**config.mk**
```make
export PLATFORM = sky130hd
export DESIGN_NAME = sd_cmd_ctrl
export DESIGN_NICKNAME = d
export VERILOG_FILES = /design/src/sd_pkg.sv /design/src/sd_crc7.sv /design/src/sd_init_seq.sv /design/src/sd_cmd_tx.sv /design/src/sd_resp_rx.sv /design/src/sd_cmd_ctrl.sv
export SDC_FILE = /design/constraint.sdc
export NUM_CORES = 1
export LEC_CHECK = 0
export BUFFER_PORTS_ARGS = -buffer_cell sky130_fd_sc_hd__buf_2
export CAP_MARGIN = 10
export CORE_MARGIN = 8
export CORE_UTILIZATION = 45
export DETAILED_ROUTE_END_ITERATION = 10
export GPL_TIMING_DRIVEN = 0
export HOLD_SLACK_MARGIN = 0.06
export SYNTH_ARGS = -nofsm -noshare
export SYNTH_HDL_FRONTEND = slang
export SYNTH_HIERARCHICAL = 1
export SYNTH_SLANG_ARGS = --single-unit
```
**constraint.sdc**
```tcl
create_clock -name clk_fast -period 4.9 [get_ports clk_fast]
set_input_delay 0.245 -clock clk_fast [delete_from_list [all_inputs] [get_ports clk_fast]]
set_output_delay 0.245 -clock clk_fast [all_outputs]
set_load 0.005 [all_outputs]
```
**src/sd_pkg.sv**
```systemverilog
`default_nettype none

package sd_pkg;

    // ========================================================================
    // Frame layout
    // ========================================================================
    // Command and response frames are both 48 bits on CMD
    localparam int unsigned FRAME_BITS   = 48;
    localparam int unsigned CRC_BITS     = 7;
    // Start, direction, index and argument are covered by CRC7
    localparam int unsigned PAYLOAD_BITS = 40;

    typedef enum logic {
        RESP_NONE,
        RESP_48
    } resp_type_e;

    typedef struct packed {
        logic [5:0]  index;
        logic [31:0] arg;
        resp_type_e  resp_type;
    } cmd_req_t;

    typedef struct packed {
        logic [FRAME_BITS-1:0] data;
        logic                  crc_err;
    } resp_t;

    // Pin request handed from a block to the top level
    typedef struct packed {
        logic clk_high;
        logic cmd_oe;
        logic cmd_out;
    } pin_drive_t;

    // ========================================================================
    // FSM states
    // ========================================================================
    typedef enum logic [2:0] {
        INIT_IDLE,
        INIT_PULSE,
        INIT_HOLD,
        INIT_RELEASE,
        INIT_SETTLE,
        INIT_DONE
    } init_state_e;

    typedef enum logic [1:0] {
        TX_IDLE,
        TX_SHIFT,
        TX_CRC,
        TX_END
    } tx_state_e;

    typedef enum logic [2:0] {
        RX_IDLE,
        RX_TURN,
        RX_WAIT_START,
        RX_SHIFT,
        RX_CHECK
    } rx_state_e;

endpackage

`default_nettype wire

```
**src/sd_crc7.sv**
```systemverilog
`timescale 1ns/100ps
`default_nettype none

module sd_crc7 (
    input  wire                          clk_fast,
    input  wire                          init_resetPulse,
    input  wire                          clear,
    input  wire                          shift_en,
    input  wire                          data_in,
    output logic [sd_pkg::CRC_BITS-1:0]  crc
);

    logic feedback;

    // Polynomial x^7 + x^3 + 1, fed MSB first
    assign feedback = crc[6] ^ data_in;

    always_ff @(posedge clk_fast) begin
        if (init_resetPulse || clear) begin
            crc <= '0;
        end else if (shift_en) begin
            crc[6] <= crc[5];
            crc[5] <= crc[4];
            crc[4] <= crc[3];
            // Tap for the x^3 term
            crc[3] <= crc[2] ^ feedback;
            crc[2] <= crc[1];
            crc[1] <= crc[0];
            crc[0] <= feedback;
        end
    end

endmodule

`default_nettype wire

```
**src/sd_init_seq.sv**
```systemverilog
`timescale 1ns/100ps
`default_nettype none

module sd_init_seq #(
    parameter int unsigned INIT_PULSE_CYCLES  = 300,
    parameter int unsigned INIT_HOLD_CYCLES   = 100,
    parameter int unsigned INIT_FINISH_CYCLES = 200
) (
    input  wire                 clk_fast,
    input  wire                 init_resetPulse,
    input  wire                 init_trigger,
    output sd_pkg::pin_drive_t  init_pins,
    output logic                init_done
);

    localparam int unsigned MAX_A     = (INIT_PULSE_CYCLES > INIT_HOLD_CYCLES) ?
                                        INIT_PULSE_CYCLES : INIT_HOLD_CYCLES;
    localparam int unsigned MAX_DELAY = (MAX_A > INIT_FINISH_CYCLES) ?
                                        MAX_A : INIT_FINISH_CYCLES;
    localparam int unsigned CNT_W     = $clog2(MAX_DELAY + 1);

    sd_pkg::init_state_e state;
    logic [CNT_W-1:0]    delay_cnt;

    // A trigger restarts the sequence from any state, done included
    always_ff @(posedge clk_fast) begin
        if (init_resetPulse) begin
            state     <= sd_pkg::INIT_IDLE;
            delay_cnt <= '0;
        end else if (init_trigger) begin
            state     <= sd_pkg::INIT_PULSE;
            delay_cnt <= CNT_W'(INIT_PULSE_CYCLES - 1);
        end else begin
            case (state)
                sd_pkg::INIT_PULSE: begin
                    if (delay_cnt == '0) begin
                        state     <= sd_pkg::INIT_HOLD;
                        delay_cnt <= CNT_W'(INIT_HOLD_CYCLES - 1);
                    end else begin
                        delay_cnt <= delay_cnt - 1'b1;
                    end
                end
                sd_pkg::INIT_HOLD: begin
                    if (delay_cnt == '0) begin
                        state <= sd_pkg::INIT_RELEASE;
                    end else begin
                        delay_cnt <= delay_cnt - 1'b1;
                    end
                end
                // First released cycle, counts toward the settle time
                sd_pkg::INIT_RELEASE: begin
                    state     <= sd_pkg::INIT_SETTLE;
                    delay_cnt <= CNT_W'(INIT_FINISH_CYCLES - 2);
                end
                sd_pkg::INIT_SETTLE: begin
                    if (delay_cnt == '0) begin
                        state <= sd_pkg::INIT_DONE;
                    end else begin
                        delay_cnt <= delay_cnt - 1'b1;
                    end
                end
                default: begin
                end
            endcase
        end
    end

    // Pin levels follow the state directly
    always_comb begin
        init_pins.clk_high = (state == sd_pkg::INIT_PULSE);
        init_pins.cmd_oe   = (state == sd_pkg::INIT_IDLE) ||
                             (state == sd_pkg::INIT_PULSE) ||
                             (state == sd_pkg::INIT_HOLD);
        init_pins.cmd_out  = 1'b0;
    end

    assign init_done = (state == sd_pkg::INIT_DONE);

endmodule

`default_nettype wire

```
**src/sd_cmd_tx.sv**
```systemverilog
`timescale 1ns/100ps
`default_nettype none

module sd_cmd_tx (
    input  wire                 clk_fast,
    input  wire                 init_resetPulse,
    input  wire                 start,
    input  wire sd_pkg::cmd_req_t cmd_req,
    output sd_pkg::pin_drive_t  tx_pins,
    output logic                tx_busy,
    output logic                tx_done,
    output sd_pkg::resp_type_e  expect_resp
);

    localparam int unsigned CNT_W = $clog2(sd_pkg::PAYLOAD_BITS);

    sd_pkg::tx_state_e              state;
    sd_pkg::resp_type_e             resp_type_q;
    logic [sd_pkg::FRAME_BITS-1:0]  shreg;
    logic [CNT_W-1:0]               bit_cnt;
    logic [sd_pkg::CRC_BITS-1:0]    crc;
    logic                           accept;

    assign accept = start && (state == sd_pkg::TX_IDLE);

    sd_crc7 i_crc7 (
        .clk_fast        (clk_fast),
        .init_resetPulse (init_resetPulse),
        .clear           (accept),
        .shift_en        (state == sd_pkg::TX_SHIFT),
        .data_in         (shreg[sd_pkg::FRAME_BITS-1]),
        .crc             (crc)
    );

    // ========================================================================
    // Phase control
    // ========================================================================
    always_ff @(posedge clk_fast) begin
        if (init_resetPulse) begin
            state       <= sd_pkg::TX_IDLE;
            bit_cnt     <= '0;
            resp_type_q <= sd_pkg::RESP_NONE;
        end else begin
            case (state)
                sd_pkg::TX_IDLE: begin
                    if (accept) begin
                        state       <= sd_pkg::TX_SHIFT;
                        bit_cnt     <= CNT_W'(sd_pkg::PAYLOAD_BITS - 1);
                        resp_type_q <= cmd_req.resp_type;
                    end
                end
                sd_pkg::TX_SHIFT: begin
                    if (bit_cnt == '0) begin
                        state   <= sd_pkg::TX_CRC;
                        bit_cnt <= CNT_W'(sd_pkg::CRC_BITS - 1);
                    end else begin
                        bit_cnt <= bit_cnt - 1'b1;
                    end
                end
                sd_pkg::TX_CRC: begin
                    if (bit_cnt == '0) begin
                        state <= sd_pkg::TX_END;
                    end else begin
                        bit_cnt <= bit_cnt - 1'b1;
                    end
                end
                default: begin
                    state <= sd_pkg::TX_IDLE;
                end
            endcase
        end
    end

    // Frame with a blank CRC field, filled on the fly from the generator
    always_ff @(posedge clk_fast) begin
        if (accept) begin
            shreg <= {1'b0, 1'b1, cmd_req.index, cmd_req.arg,
                      {sd_pkg::CRC_BITS{1'b0}}, 1'b1};
        end else if (state == sd_pkg::TX_SHIFT || state == sd_pkg::TX_CRC) begin
            shreg <= {shreg[sd_pkg::FRAME_BITS-2:0], 1'b1};
        end
    end

    // ========================================================================
    // Registered CMD output
    // ========================================================================
    always_ff @(posedge clk_fast) begin
        if (init_resetPulse) begin
            tx_pins <= '{clk_high: 1'b0, cmd_oe: 1'b0, cmd_out: 1'b1};
            tx_done <= 1'b0;
        end else begin
            // Pins still driving while the FSM is back in idle means the end bit is out
            tx_done          <= tx_pins.cmd_oe && (state == sd_pkg::TX_IDLE);
            tx_pins.clk_high <= 1'b0;
            case (state)
                sd_pkg::TX_IDLE: begin
                    tx_pins.cmd_oe  <= 1'b0;
                    tx_pins.cmd_out <= 1'b1;
                end
                sd_pkg::TX_CRC: begin
                    tx_pins.cmd_oe  <= 1'b1;
                    tx_pins.cmd_out <= crc[bit_cnt[2:0]];
                end
                default: begin
                    tx_pins.cmd_oe  <= 1'b1;
                    tx_pins.cmd_out <= shreg[sd_pkg::FRAME_BITS-1];
                end
            endcase
        end
    end

    assign tx_busy     = (state != sd_pkg::TX_IDLE) || tx_pins.cmd_oe || tx_done;
    assign expect_resp = resp_type_q;

endmodule

`default_nettype wire

```
**src/sd_resp_rx.sv**
```systemverilog
`timescale 1ns/100ps
`default_nettype none

module sd_resp_rx (
    input  wire                     clk_fast,
    input  wire                     init_resetPulse,
    input  wire                     tx_done,
    input  wire sd_pkg::resp_type_e expect_resp,
    input  wire                     cmd_in,
    output sd_pkg::resp_t           resp,
    output logic                    resp_done,
    output logic                    rx_busy
);

    localparam int unsigned CNT_W       = $clog2(sd_pkg::FRAME_BITS);
    localparam int unsigned TURN_CYCLES = 2;
    // Lowest frame bit position still covered by the CRC
    localparam int unsigned CRC_LOW     = sd_pkg::FRAME_BITS - sd_pkg::PAYLOAD_BITS;

    sd_pkg::rx_state_e              state;
    logic [CNT_W-1:0]               cnt;
    logic [sd_pkg::FRAME_BITS-1:0]  shreg;
    logic [sd_pkg::CRC_BITS-1:0]    crc;
    logic                           resp_start;
    logic                           start_bit;
    logic                           shift_in;
    logic                           crc_en;
    logic                           crc_err;

    assign resp_start = (state == sd_pkg::RX_IDLE) && tx_done &&
                        (expect_resp == sd_pkg::RESP_48);
    assign start_bit  = (state == sd_pkg::RX_WAIT_START) && !cmd_in;
    assign shift_in   = start_bit || (state == sd_pkg::RX_SHIFT);

    // cnt holds the frame bit position being received while shifting
    assign crc_en     = start_bit ||
                        ((state == sd_pkg::RX_SHIFT) && (cnt >= CNT_W'(CRC_LOW)));

    sd_crc7 i_crc7 (
        .clk_fast        (clk_fast),
        .init_resetPulse (init_resetPulse),
        .clear           (resp_start),
        .shift_en        (crc_en),
        .data_in         (cmd_in),
        .crc             (crc)
    );

    // ========================================================================
    // Receive FSM
    // ========================================================================
    always_ff @(posedge clk_fast) begin
        if (init_resetPulse) begin
            state     <= sd_pkg::RX_IDLE;
            cnt       <= '0;
            resp_done <= 1'b0;
        end else begin
            resp_done <= 1'b0;
            case (state)
                sd_pkg::RX_IDLE: begin
                    if (resp_start) begin
                        state <= sd_pkg::RX_TURN;
                        cnt   <= CNT_W'(TURN_CYCLES - 1);
                    end
                end
                // CMD is still turning around, ignore it
                sd_pkg::RX_TURN: begin
                    if (cnt == '0) begin
                        state <= sd_pkg::RX_WAIT_START;
                    end else begin
                        cnt <= cnt - 1'b1;
                    end
                end
                // No timeout, the card decides when to answer
                sd_pkg::RX_WAIT_START: begin
                    if (start_bit) begin
                        state <= sd_pkg::RX_SHIFT;
                        cnt   <= CNT_W'(sd_pkg::FRAME_BITS - 2);
                    end
                end
                sd_pkg::RX_SHIFT: begin
                    if (cnt == '0) begin
                        state <= sd_pkg::RX_CHECK;
                    end else begin
                        cnt <= cnt - 1'b1;
                    end
                end
                sd_pkg::RX_CHECK: begin
                    resp_done <= 1'b1;
                    state     <= sd_pkg::RX_IDLE;
                end
                default: begin
                    state <= sd_pkg::RX_IDLE;
                end
            endcase
        end
    end

    // ========================================================================
    // Frame capture and check
    // ========================================================================
    // Bad CRC field, or end bit not 1
    assign crc_err = (shreg[sd_pkg::CRC_BITS:1] != crc) || !shreg[0];

    always_ff @(posedge clk_fast) begin
        if (shift_in) begin
            shreg <= {shreg[sd_pkg::FRAME_BITS-2:0], cmd_in};
        end
        if (state == sd_pkg::RX_CHECK) begin
            resp.data    <= shreg;
            resp.crc_err <= crc_err;
        end
    end

    assign rx_busy = (state != sd_pkg::RX_IDLE);

endmodule

`default_nettype wire

```
**src/sd_cmd_ctrl.sv**
```systemverilog
`timescale 1ns/100ps
`default_nettype none

module sd_cmd_ctrl #(
    parameter int unsigned INIT_PULSE_CYCLES  = 300,
    parameter int unsigned INIT_HOLD_CYCLES   = 100,
    parameter int unsigned INIT_FINISH_CYCLES = 200
) (
    input  wire                   clk_fast,
    input  wire                   init_resetPulse,

    // Init port
    input  wire                   init_trigger,
    output logic                  init_done,

    // Command port
    input  wire                   cmd_trigger,
    input  wire sd_pkg::cmd_req_t cmd_req,
    output logic                  cmd_done,
    output logic                  cmd_busy,

    // Response port
    output logic                  resp_done,
    output sd_pkg::resp_t         resp,

    // SD card pins
    output logic                  sd_clk,
    output logic                  sd_cmd_out,
    output logic                  sd_cmd_oe,
    input  wire                   sd_cmd_in
);

    sd_pkg::pin_drive_t  init_pins;
    sd_pkg::pin_drive_t  tx_pins;
    sd_pkg::resp_type_e  expect_resp;
    logic                tx_busy;
    logic                rx_busy;
    logic                cmd_start;

    // Triggers before init or while a command is in flight are dropped
    assign cmd_start = cmd_trigger && init_done && !cmd_busy;
    assign cmd_busy  = tx_busy || rx_busy;

    sd_init_seq #(
        .INIT_PULSE_CYCLES  (INIT_PULSE_CYCLES),
        .INIT_HOLD_CYCLES   (INIT_HOLD_CYCLES),
        .INIT_FINISH_CYCLES (INIT_FINISH_CYCLES)
    ) i_init_seq (
        .clk_fast        (clk_fast),
        .init_resetPulse (init_resetPulse),
        .init_trigger    (init_trigger),
        .init_pins       (init_pins),
        .init_done       (init_done)
    );

    sd_cmd_tx i_cmd_tx (
        .clk_fast        (clk_fast),
        .init_resetPulse (init_resetPulse),
        .start           (cmd_start),
        .cmd_req         (cmd_req),
        .tx_pins         (tx_pins),
        .tx_busy         (tx_busy),
        .tx_done         (cmd_done),
        .expect_resp     (expect_resp)
    );

    sd_resp_rx i_resp_rx (
        .clk_fast        (clk_fast),
        .init_resetPulse (init_resetPulse),
        .tx_done         (cmd_done),
        .expect_resp     (expect_resp),
        .cmd_in          (sd_cmd_in),
        .resp            (resp),
        .resp_done       (resp_done),
        .rx_busy         (rx_busy)
    );

    // ========================================================================
    // Pin ownership
    // ========================================================================
    // Init sequencer owns the pins until it is done, then the card runs on clk_fast
    assign sd_clk     = init_done ? clk_fast        : init_pins.clk_high;
    assign sd_cmd_oe  = init_done ? tx_pins.cmd_oe  : init_pins.cmd_oe;
    assign sd_cmd_out = init_done ? tx_pins.cmd_out : init_pins.cmd_out;

endmodule

`default_nettype wire

```
After elaboration in Yosys (flattened, before gate mapping)
Index checks and enable logic that the tools add are counted.
{"block": "totals", "word_cells": 142, "output_inout_bits": 56, "inputBits": 44, "reg_bits": 192}
{"block": "classes", "mux": 35, "order_cmp": 2, "bitwise": 4, "addsub": 3, "n_eq_ne": 29, "reduce_logical": 49}
{"operator": "$mux W46", "count": 2}
{"operator": "$mux W6", "count": 6}
{"operator": "$pmux W6 S3", "count": 2}
{"operator": "$mux W9", "count": 3}
{"operator": "$pmux W9 S3", "count": 1}
{"operator": "$pmux W3 S4", "count": 2}
{"operator": "$mux W3", "count": 7}
{"operator": "$reduce_and A4 Y1", "count": 4}
{"operator": "$ne A2 B1 Y1 const B", "count": 7}
{"operator": "$eq A3 B2 Y1 const B", "count": 4}
{"operator": "$logic_not A6 Y1", "count": 2}
{"operator": "$ne A2 B2 Y1 const B", "count": 6}
{"operator": "$reduce_bool A3 Y1", "count": 4}
{"operator": "$sub A6 B1 Y6 const B", "count": 2}
{"operator": "$logic_or A1 B1 Y1", "count": 11}
{"operator": "$eq A3 B3 Y1 const B", "count": 3}
{"operator": "$logic_not A9 Y1", "count": 1}
{"operator": "$ne A3 B2 Y1 const B", "count": 3}
{"operator": "$sub A9 B1 Y9 const B", "count": 1}
{"operator": "$logic_and A1 B1 Y1", "count": 8}
{"operator": "$reduce_bool A4 Y1", "count": 2}
{"operator": "$ne A7 B7 Y1", "count": 1}
{"operator": "$eq A3 B1 Y1 const B", "count": 2}
{"operator": "$ge A6 B4 Y1 const B", "count": 1}
{"operator": "other kinds (18)", "count": 37}

Longest topological paths before layout
Gate-level depths: netlist (run 1).
{"block": "depth", "ltp_word": 9, "ltp_mapped": 12, "mapped_depth_nobuf": 9}

By module
The synthesis (run 1) kept the hierarchy.
{"module": "sd_resp_rx", "cells_each": 179, "n_inst": 1, "seq_area_each_um2": 3113.0, "area_each_um2": 3592.2}
{"module": "sd_cmd_tx", "cells_each": 296, "n_inst": 1, "seq_area_each_um2": 1561.5, "area_each_um2": 2786.4}
{"module": "sd_init_seq", "cells_each": 108, "n_inst": 1, "seq_area_each_um2": 240.2, "area_each_um2": 834.6}
{"module": "sd_crc7", "cells_each": 28, "n_inst": 2, "seq_area_each_um2": 140.1, "area_each_um2": 276.5}
{"module": "sd_cmd_ctrl", "cells_each": 5, "n_inst": 1, "seq_area_each_um2": 0.0, "area_each_um2": 52.6}

==> results, run 1 <==
- The run finished with clean final reports.
- For this run, the detailed router's first-pass iteration total came to 5.
- The source-to-sink clock delay at the later pin of the worst-skew pair is 0.54 ns.
- The worst setup slack before clock tree synthesis is 1.85 ns.
- The final max-slew violation count is 0.
- The total DRC errors in the routed layout is 0.
- The floorplan has 48 rows.
- The share of total power dissipated in combinational logic is 0.110.
- Setup repair after global routing left no endpoint under its margin.
- The reported leakage power is 3.68 nW.
- Of all nets on the critical path, the largest fanout is 2.
- The placed cell area is 0.00865 sq mm.
- The number of antenna diodes is 0.
- The number of antenna violations at the first check in global routing is 0.
- Entering global routing, the biggest net connects 39 pins.
- The via count of the first global-routing pass is 5423.
- Of the total power, the share spent switching nets is 0.265.
- The filler cell count in the final layout is 1451.
- The final estimated routing congestion in global placement is 0.857.
- The average instance in the mapped netlist occupies 12.2 sq um.
- The detail-routed via count per cell is 5.22.
- The internal power is 0.00281 W.
- The aggregate negative setup slack is 0 ns.
- The startpoint class of the critical path is a clock port.
- The number of buffers inserted to repair setup after CTS is 0.
- TritonCTS built the clock tree.
- For the worst flop-to-flop path, the logic depth is 6.
- The number of hold violations in the final report is 0.
- The area growth from synthesis to layout is 25.0%.
- Pin placement for this block handled 100 I/O pins.
- The wire-length estimate of the detail-placed layout is 10.8 mm.
- The final clock skew is 0.0128 ns.
- The clock-pin slew on the worst setup and hold paths is 0.08 ns.
- The die width is 148 um.
- The net total in the final layout is 859.
- The initial detailed-routing violation count is 311.
- The type of element capturing the critical path is an output port.
- Yosys printed 6 warnings.
- The power spent charging and discharging nets is 0.00101 W.
- The max-cap violation count is 0.
- The number of instances on the worst hold path is 2.
- Summing over every cut layer, the via total after detailed routing is 5451.
- The smallest hold slack is 0.117 ns.
- In the global route stage, overall resource usage came out at 0.152.
- Of the total power, registers draw 0.492.
- The routed design has 16.2 mm of wire.
- The class of the tightest hold or removal check is input port to flop.
- Dividing the detail-routed wire length by the instance count gives 15.6 um.
- For this design the ratio of total power to cell area is 392 mW/mm^2.
- The number of nets handed over by synthesis was 695.
- The die height is 148 um.
- With fillers left out, the area of the finished cells amounts to 0.00976 sq mm.
- The endpoint required time on the critical path is 4.66 ns.
- Data arrives at the worst endpoint at 3.08 ns.
- The initial utilization of the core area, before any placement, comes to 0.456.
- The clock network fraction of design power is 0.398.
- The synthesized area is 0.00781 sq mm.
- At the end of the flow the core is filled with cells to 0.570.
- The detail route stage leaves a number of antenna-violating nets equal to 0.
- The core region area is 0.0171 sq mm.
- The final-report setup violation count is 0.
- The first global-routing pass estimated 27.0 mm of wire.
- Synthesis produced a netlist whose cell count is 642.
- The count of input and output buffers is 99.
- The share of post-route cells with drive strength above 1 is 0.206.
- Summed over all layers, the global routing overflow is 0.
- At the pin with the least slew margin, the transition time is 0.888 ns.
- In this run the tightest slew margin relative to its limit is 0.406.
- The worst setup path is of the clock port to output port kind.
- After layout, the worst setup slack is 1.57 ns.
- The die covers 0.0218 sq mm.
- The worst IR drop on VDD is 0.298 mV.
power groups by stage:
stage	registers [W]	logic [W]	clock network, W
3_5_place_dp	0.00192	0.000391	0.00000165
2_1_floorplan	0.00190	0.000289	0.00000102
6_report	0.00188	0.000422	0.00152
4_1_cts	0.00188	0.000421	0.00156
5_1_grt	0.00189	0.000472	0.00163
3_3_place_gp	0.00191	0.000379	0.00000165
final cells by class:
type	count	area [sq um]	share of cell area
clock buffers	21	505	0.0518
inverters	21	78.8	0.00808
flip-flops and latches	192	5190	0.533
clock inverters	15	198	0.0203
well taps	225	282	0.0289
repair buffers	141	948	0.0972
multi-input cells	392	2390	0.245
plain buffers	37	163	0.0167
placed cells by master, fill, tap and decap left out, types with 3 or more instances in the layout:
| cell type | instances |
|---|---|
| sky130_fd_sc_hd__edfxtp_1 | 135 |
| sky130_fd_sc_hd__buf_2 | 106 |
| sky130_fd_sc_hd__nand2_1 | 97 |
| sky130_fd_sc_hd__dfxtp_1 | 57 |
| sky130_fd_sc_hd__nand3_1 | 46 |
| sky130_fd_sc_hd__nor2_1 | 46 |
| sky130_fd_sc_hd__dlygate4sd3_1 | 41 |
| sky130_fd_sc_hd__clkbuf_1 | 25 |
| sky130_fd_sc_hd__mux2i_1 | 22 |
| sky130_fd_sc_hd__inv_1 | 21 |
| sky130_fd_sc_hd__clkbuf_16 | 20 |
| sky130_fd_sc_hd__a21oi_1 | 20 |
| sky130_fd_sc_hd__o21ai_0 | 12 |
| sky130_fd_sc_hd__nand2b_1 | 10 |
| sky130_fd_sc_hd__nand4_1 | 9 |
| sky130_fd_sc_hd__ha_1 | 9 |
| sky130_fd_sc_hd__a311oi_1 | 7 |
| sky130_fd_sc_hd__xor2_1 | 7 |
| sky130_fd_sc_hd__clkinv_8 | 6 |
| sky130_fd_sc_hd__nand3b_1 | 6 |
| sky130_fd_sc_hd__or2_2 | 5 |
| sky130_fd_sc_hd__o211ai_1 | 5 |
| sky130_fd_sc_hd__nor3_1 | 5 |
| sky130_fd_sc_hd__o31ai_1 | 5 |
| sky130_fd_sc_hd__o41ai_1 | 4 |
| sky130_fd_sc_hd__a211oi_1 | 4 |
| sky130_fd_sc_hd__xnor2_1 | 4 |
| sky130_fd_sc_hd__mux2_2 | 3 |
| sky130_fd_sc_hd__inv_8 | 3 |
| sky130_fd_sc_hd__nor4_1 | 3 |
| sky130_fd_sc_hd__o21a_1 | 3 |
| sky130_fd_sc_hd__nor2b_1 | 3 |
| sky130_fd_sc_hd__or3_1 | 3 |
| sky130_fd_sc_hd__or4b_1 | 3 |
| sky130_fd_sc_hd__o22ai_1 | 3 |
state kept, by name, indices dropped and copies added, names as in the netlist:
signal and count:
i_resp_rx/state 3, i_resp_rx/resp 49, i_cmd_tx/i_crc7/crc 7, i_cmd_tx/tx_pins 2
i_cmd_tx/state 2, i_resp_rx/resp_done 1, i_cmd_tx/shreg 47, i_init_seq/state 3
i_resp_rx/cnt 6, i_init_seq/delay_cnt 9, i_cmd_tx/tx_done 1, i_cmd_tx/expect_resp 1
i_cmd_tx/bit_cnt 6, i_resp_rx/shreg 48, i_resp_rx/i_crc7/crc 7
layer usage:
metal	GRT usage	up-vias	routed length (um)	share of wire
met5	0	-	0	0
met4	0.0520	0	130	0.0080
met3	0.0492	11	1020	0.063
met2	0.239	160	7560	0.47
met1	0.194	2601	7520	0.46
li1	-	2679	-	-
worst paths after layout:
kind | slack [ns] | start | end
setup / recovery | 1.57 | clk_fast | sd_clk
hold / removal | 0.12 | init_resetPulse | i_init_seq/state[0]
setup reg to reg | 1.89 | i_resp_rx/state[0] | i_cmd_tx/shreg[10]
hold reg to reg | 0.42 | i_resp_rx/shreg[47] | i_resp_rx/resp[48]
critical path: stages:
cell and delay [ns]:
sky130_fd_sc_hd__clkbuf_16 0.12, sky130_fd_sc_hd__clkbuf_16 0.12, sky130_fd_sc_hd__mux2_2 0.26, sky130_fd_sc_hd__buf_2 0.13
per-stage QoR:
step / cells / power, W
detailed placement: 968 / 0.00231
global placement: 966 / 0.00230
CTS: 1044 / 0.00386
global route: 1044 / 0.00399
finish: 1044 / 0.00382
floorplan: 642 / 0.00219
what timing repair did:
item,in CTS,in global routing
resized for setup,0,0
hold buffers,41,0
endpoints found under the hold margin,45,0
Note: power is estimated with default switching activity, not from simulation.
==> inputs of run 2 (changes only) <==
- clock period: 4.9 -> 3.45 ns (I/O delays scaled with it)
==> run 2 against run 1 <==
Effect of this change: combinational power increased by 42%; die area unchanged; sequential share of layout area increased by 0.18 points; critical path type is now flop to flop; highest routed layer unchanged.
==> results, run 2 (synthesis results as in run 1) <==
- The via count of the routed design is 5434 (was 5451).
- Result of the run: finished clean (unchanged).
- The via count of the first global-routing pass came to 5479 (was 5423).
- The total DRC errors in the routed layout came to 0 (unchanged).
- The most common cell after layout, fill and taps aside is sky130_fd_sc_hd__edfxtp_1 (unchanged).
- Most frequent cells in the layout: 135 x sky130_fd_sc_hd__edfxtp_1, 106 x sky130_fd_sc_hd__buf_2, 97 x sky130_fd_sc_hd__nand2_1 (unchanged).
- The number of antenna violations at the first check in global routing is 0 (unchanged).
- The ratio of final minimum period to clock period is 0.871.
- The placed cell area is 0.00865 sq mm (about the same).
- The count of input and output buffers is 99 (unchanged).
- The cell with the largest stage delay on the worst path is sky130_fd_sc_hd__nand2_2 (was sky130_fd_sc_hd__mux2_2).
- The type of element capturing the critical path is a flop (was output port).
- The reported leakage power was 3.66 nW (was 3.68 nW).
- The number of routed nets with antenna violations is 0 (unchanged).
- The largest stage delay on the critical path is 0.62 ns (was 0.26 ns).
- Setup repair after global routing missed its margin: false (unchanged).
- The area of all placed cells without fillers is 0.00972 sq mm (was 0.00976 sq mm).
- The overall overflow remaining after global route is 0 (unchanged).
- The endpoint required time on the critical path is 3.53 ns (was 4.66 ns).
- The most numerous cell on the critical path is sky130_fd_sc_hd__clkbuf_1 (was sky130_fd_sc_hd__clkbuf_16).
- For this run, the top clock speed supported by timing is 0.333 GHz.
- The worst IR drop on VDD came to 0.430 mV (was 0.298 mV).
- The buffers plus inverters on the worst setup path is 2 (was 3).
- The core region area was 0.0171 sq mm (unchanged).
- The smallest hold slack is 0.386 ns (was 0.117 ns).
- The class of the tightest hold or removal check is input port to flop (unchanged).
- The CTS tree is done (unchanged).
- The number of detailed-routing iterations run before antenna repair was 4 (was 5).
- The die width was 148 um (unchanged).
- The pin count of the biggest net entering global routing came to 39 (unchanged).
- The register with the most flip-flops is i_resp_rx/resp (unchanged).
- The global-route wire length before repair is 27.0 mm (about the same).
- Largest regs: i_resp_rx/resp x49, i_resp_rx/shreg x48, i_cmd_tx/shreg x47 (unchanged).
- The initial detailed-routing violation count came to 340 (was 311).
- The final-report setup violation count is 0 (unchanged).
- The power density normalized to cell area came to 550 mW/mm^2 (was 392 mW/mm^2).
- The detailed placer's ending HPWL is 10.8 mm (about the same).
- The net total in the final layout is 860 (was 859).
- The final critical path time including I/O delays and setup is 3.01 ns.
- The final clock skew is 0.00701 ns (was 0.0128 ns).
- The kind of cell adding the most delay to the critical path is simple AND/OR/NAND/NOR gates (was buffers and inverters).
- The clock-pin slew on the worst setup and hold paths came to 0.07 ns (was 0.08 ns).
- The number of ports placed on the die boundary is 100 (unchanged).
- The area enclosed by the die boundary was 0.0218 sq mm (unchanged).
- The largest driver fanout on the critical path came to 38 (was 2).
- The final estimated routing congestion in global placement came to 0.853 (was 0.857).
- The global-route total usage across every layer was 0.152 (about the same).
- The max-cap violation count was 0 (unchanged).
- The sum of routed wire length over all layers came to 16.2 mm (about the same).
- The transition time at the pin with the least slew margin is 0.932 ns (was 0.888 ns).
- The critical setup path kind was flop to flop (was clock port to output port).
- The filler cell count in the final layout is 1458 (was 1451).
- The share of post-route cells with drive strength above 1 is 0.204 (was 0.206).
- Critical path, cell by cell: clkbuf_1 > or3_1 > and4bb_2 > nand2_1 > clkbuf_1 > nand2_2 (was clkbuf_16 > clkbuf_16 > mux2_2 > buf_2).
- The initial core utilization is 0.456 (unchanged).
- The detail-routed via count per cell is 5.20 (was 5.22).
- The startpoint class of the critical path is a flop (was clock port).
- The flip-flop count of the largest register after layout came to 49 (unchanged).
- The final max-slew violation count is 0 (unchanged).
- The routed length per instance was 15.5 um (was 15.6 um).
- The source-to-sink clock delay at the later pin of the worst-skew pair is 0.54 ns (about the same).
- The arrival time at the worst endpoint is 3.09 ns (was 3.08 ns).
- The area growth from synthesis to layout was 24.5% (was 25.0%).
- The cell row count came to 48 (unchanged).
- The normalized max-slew margin is 0.377 (was 0.406).
- The die height was 148 um (unchanged).
- The number of antenna diodes came to 0 (unchanged).
- The number of hold violations in the final report came to 0 (unchanged).
==> run 2: repair_timing <==
action	in CTS	in global routing
gates resized for setup	0	0
buffers inserted	0	0
hold endpoints to repair	52	0
hold buffers	42	0
==> run 2: worst register-to-register path, delay by kind of cell, from the launching register on <==
| family | cells | cell delay, ns |
|---|---|---|
| AND/OR/NAND/NOR | 4 | 1.33 |
| flip-flops | 1 | 0.41 |
| buffers and inverters | 2 | 0.80 |
==> run 2: routing by layer <==
| metal | wire, um | vias up | GRT usage |
|---|---|---|---|
| met4 | 217 | 0 | 0.0637 |
| li1 | - | 2678 | - |
| met5 | 0 | - | 0 |
| met3 | 1110 | 20 | 0.0489 |
| met2 | 7600 | 168 | 0.241 |
| met1 | 7300 | 2568 | 0.187 |
==> run 2: where the power goes <==
part	leakage, nW	switching [W]	internal (W)	total (W)
Sequential	1.69	0.0000744	0.00260	0.00267
Clock	0.319	0.000913	0.00117	0.00208
Combinational	1.66	0.000351	0.000248	0.000600
==> run 2: cell type report <==
cell class,count,area (sq um),area share
sequential,192,5190,0.534
multi-input combinational,392,2390,0.245
timing repair buffer,142,966,0.0993
clock buffer,21,505,0.0520
tap,225,282,0.0290
buffer,37,163,0.0167
clock inverter,14,148,0.0152
inverter,21,78.8,0.00811
==> run 2: worst paths after layout <==
path	from	slack [ns]	end	cells past startpoint
setup / recovery	i_resp_rx/state[0]	0.44	i_cmd_tx/shreg[8]	6
hold / removal	cmd_trigger	0.39	i_cmd_tx/expect_resp	5
hold reg to reg	i_resp_rx/shreg[47]	0.42	i_resp_rx/resp[48]	0
setup reg to reg	i_resp_rx/state[0]	0.44	i_cmd_tx/shreg[8]	6
==> run 2: per-stage QoR <==
stage	setup TNS (ns)	worst slack (ns)	utilization	std cells	total power, W
6_report	0	0.445	0.568	1044	0.00535
4_1_cts	0	0.412	0.568	1044	0.00540
5_1_grt	0	0.132	0.568	1044	0.00560
3_3_place_gp	-3.61	-0.542	0.502	966	0.00326
3_5_place_dp	0	0.438	0.506	968	0.00328
2_1_floorplan	0	0.262	-	642	0.00311
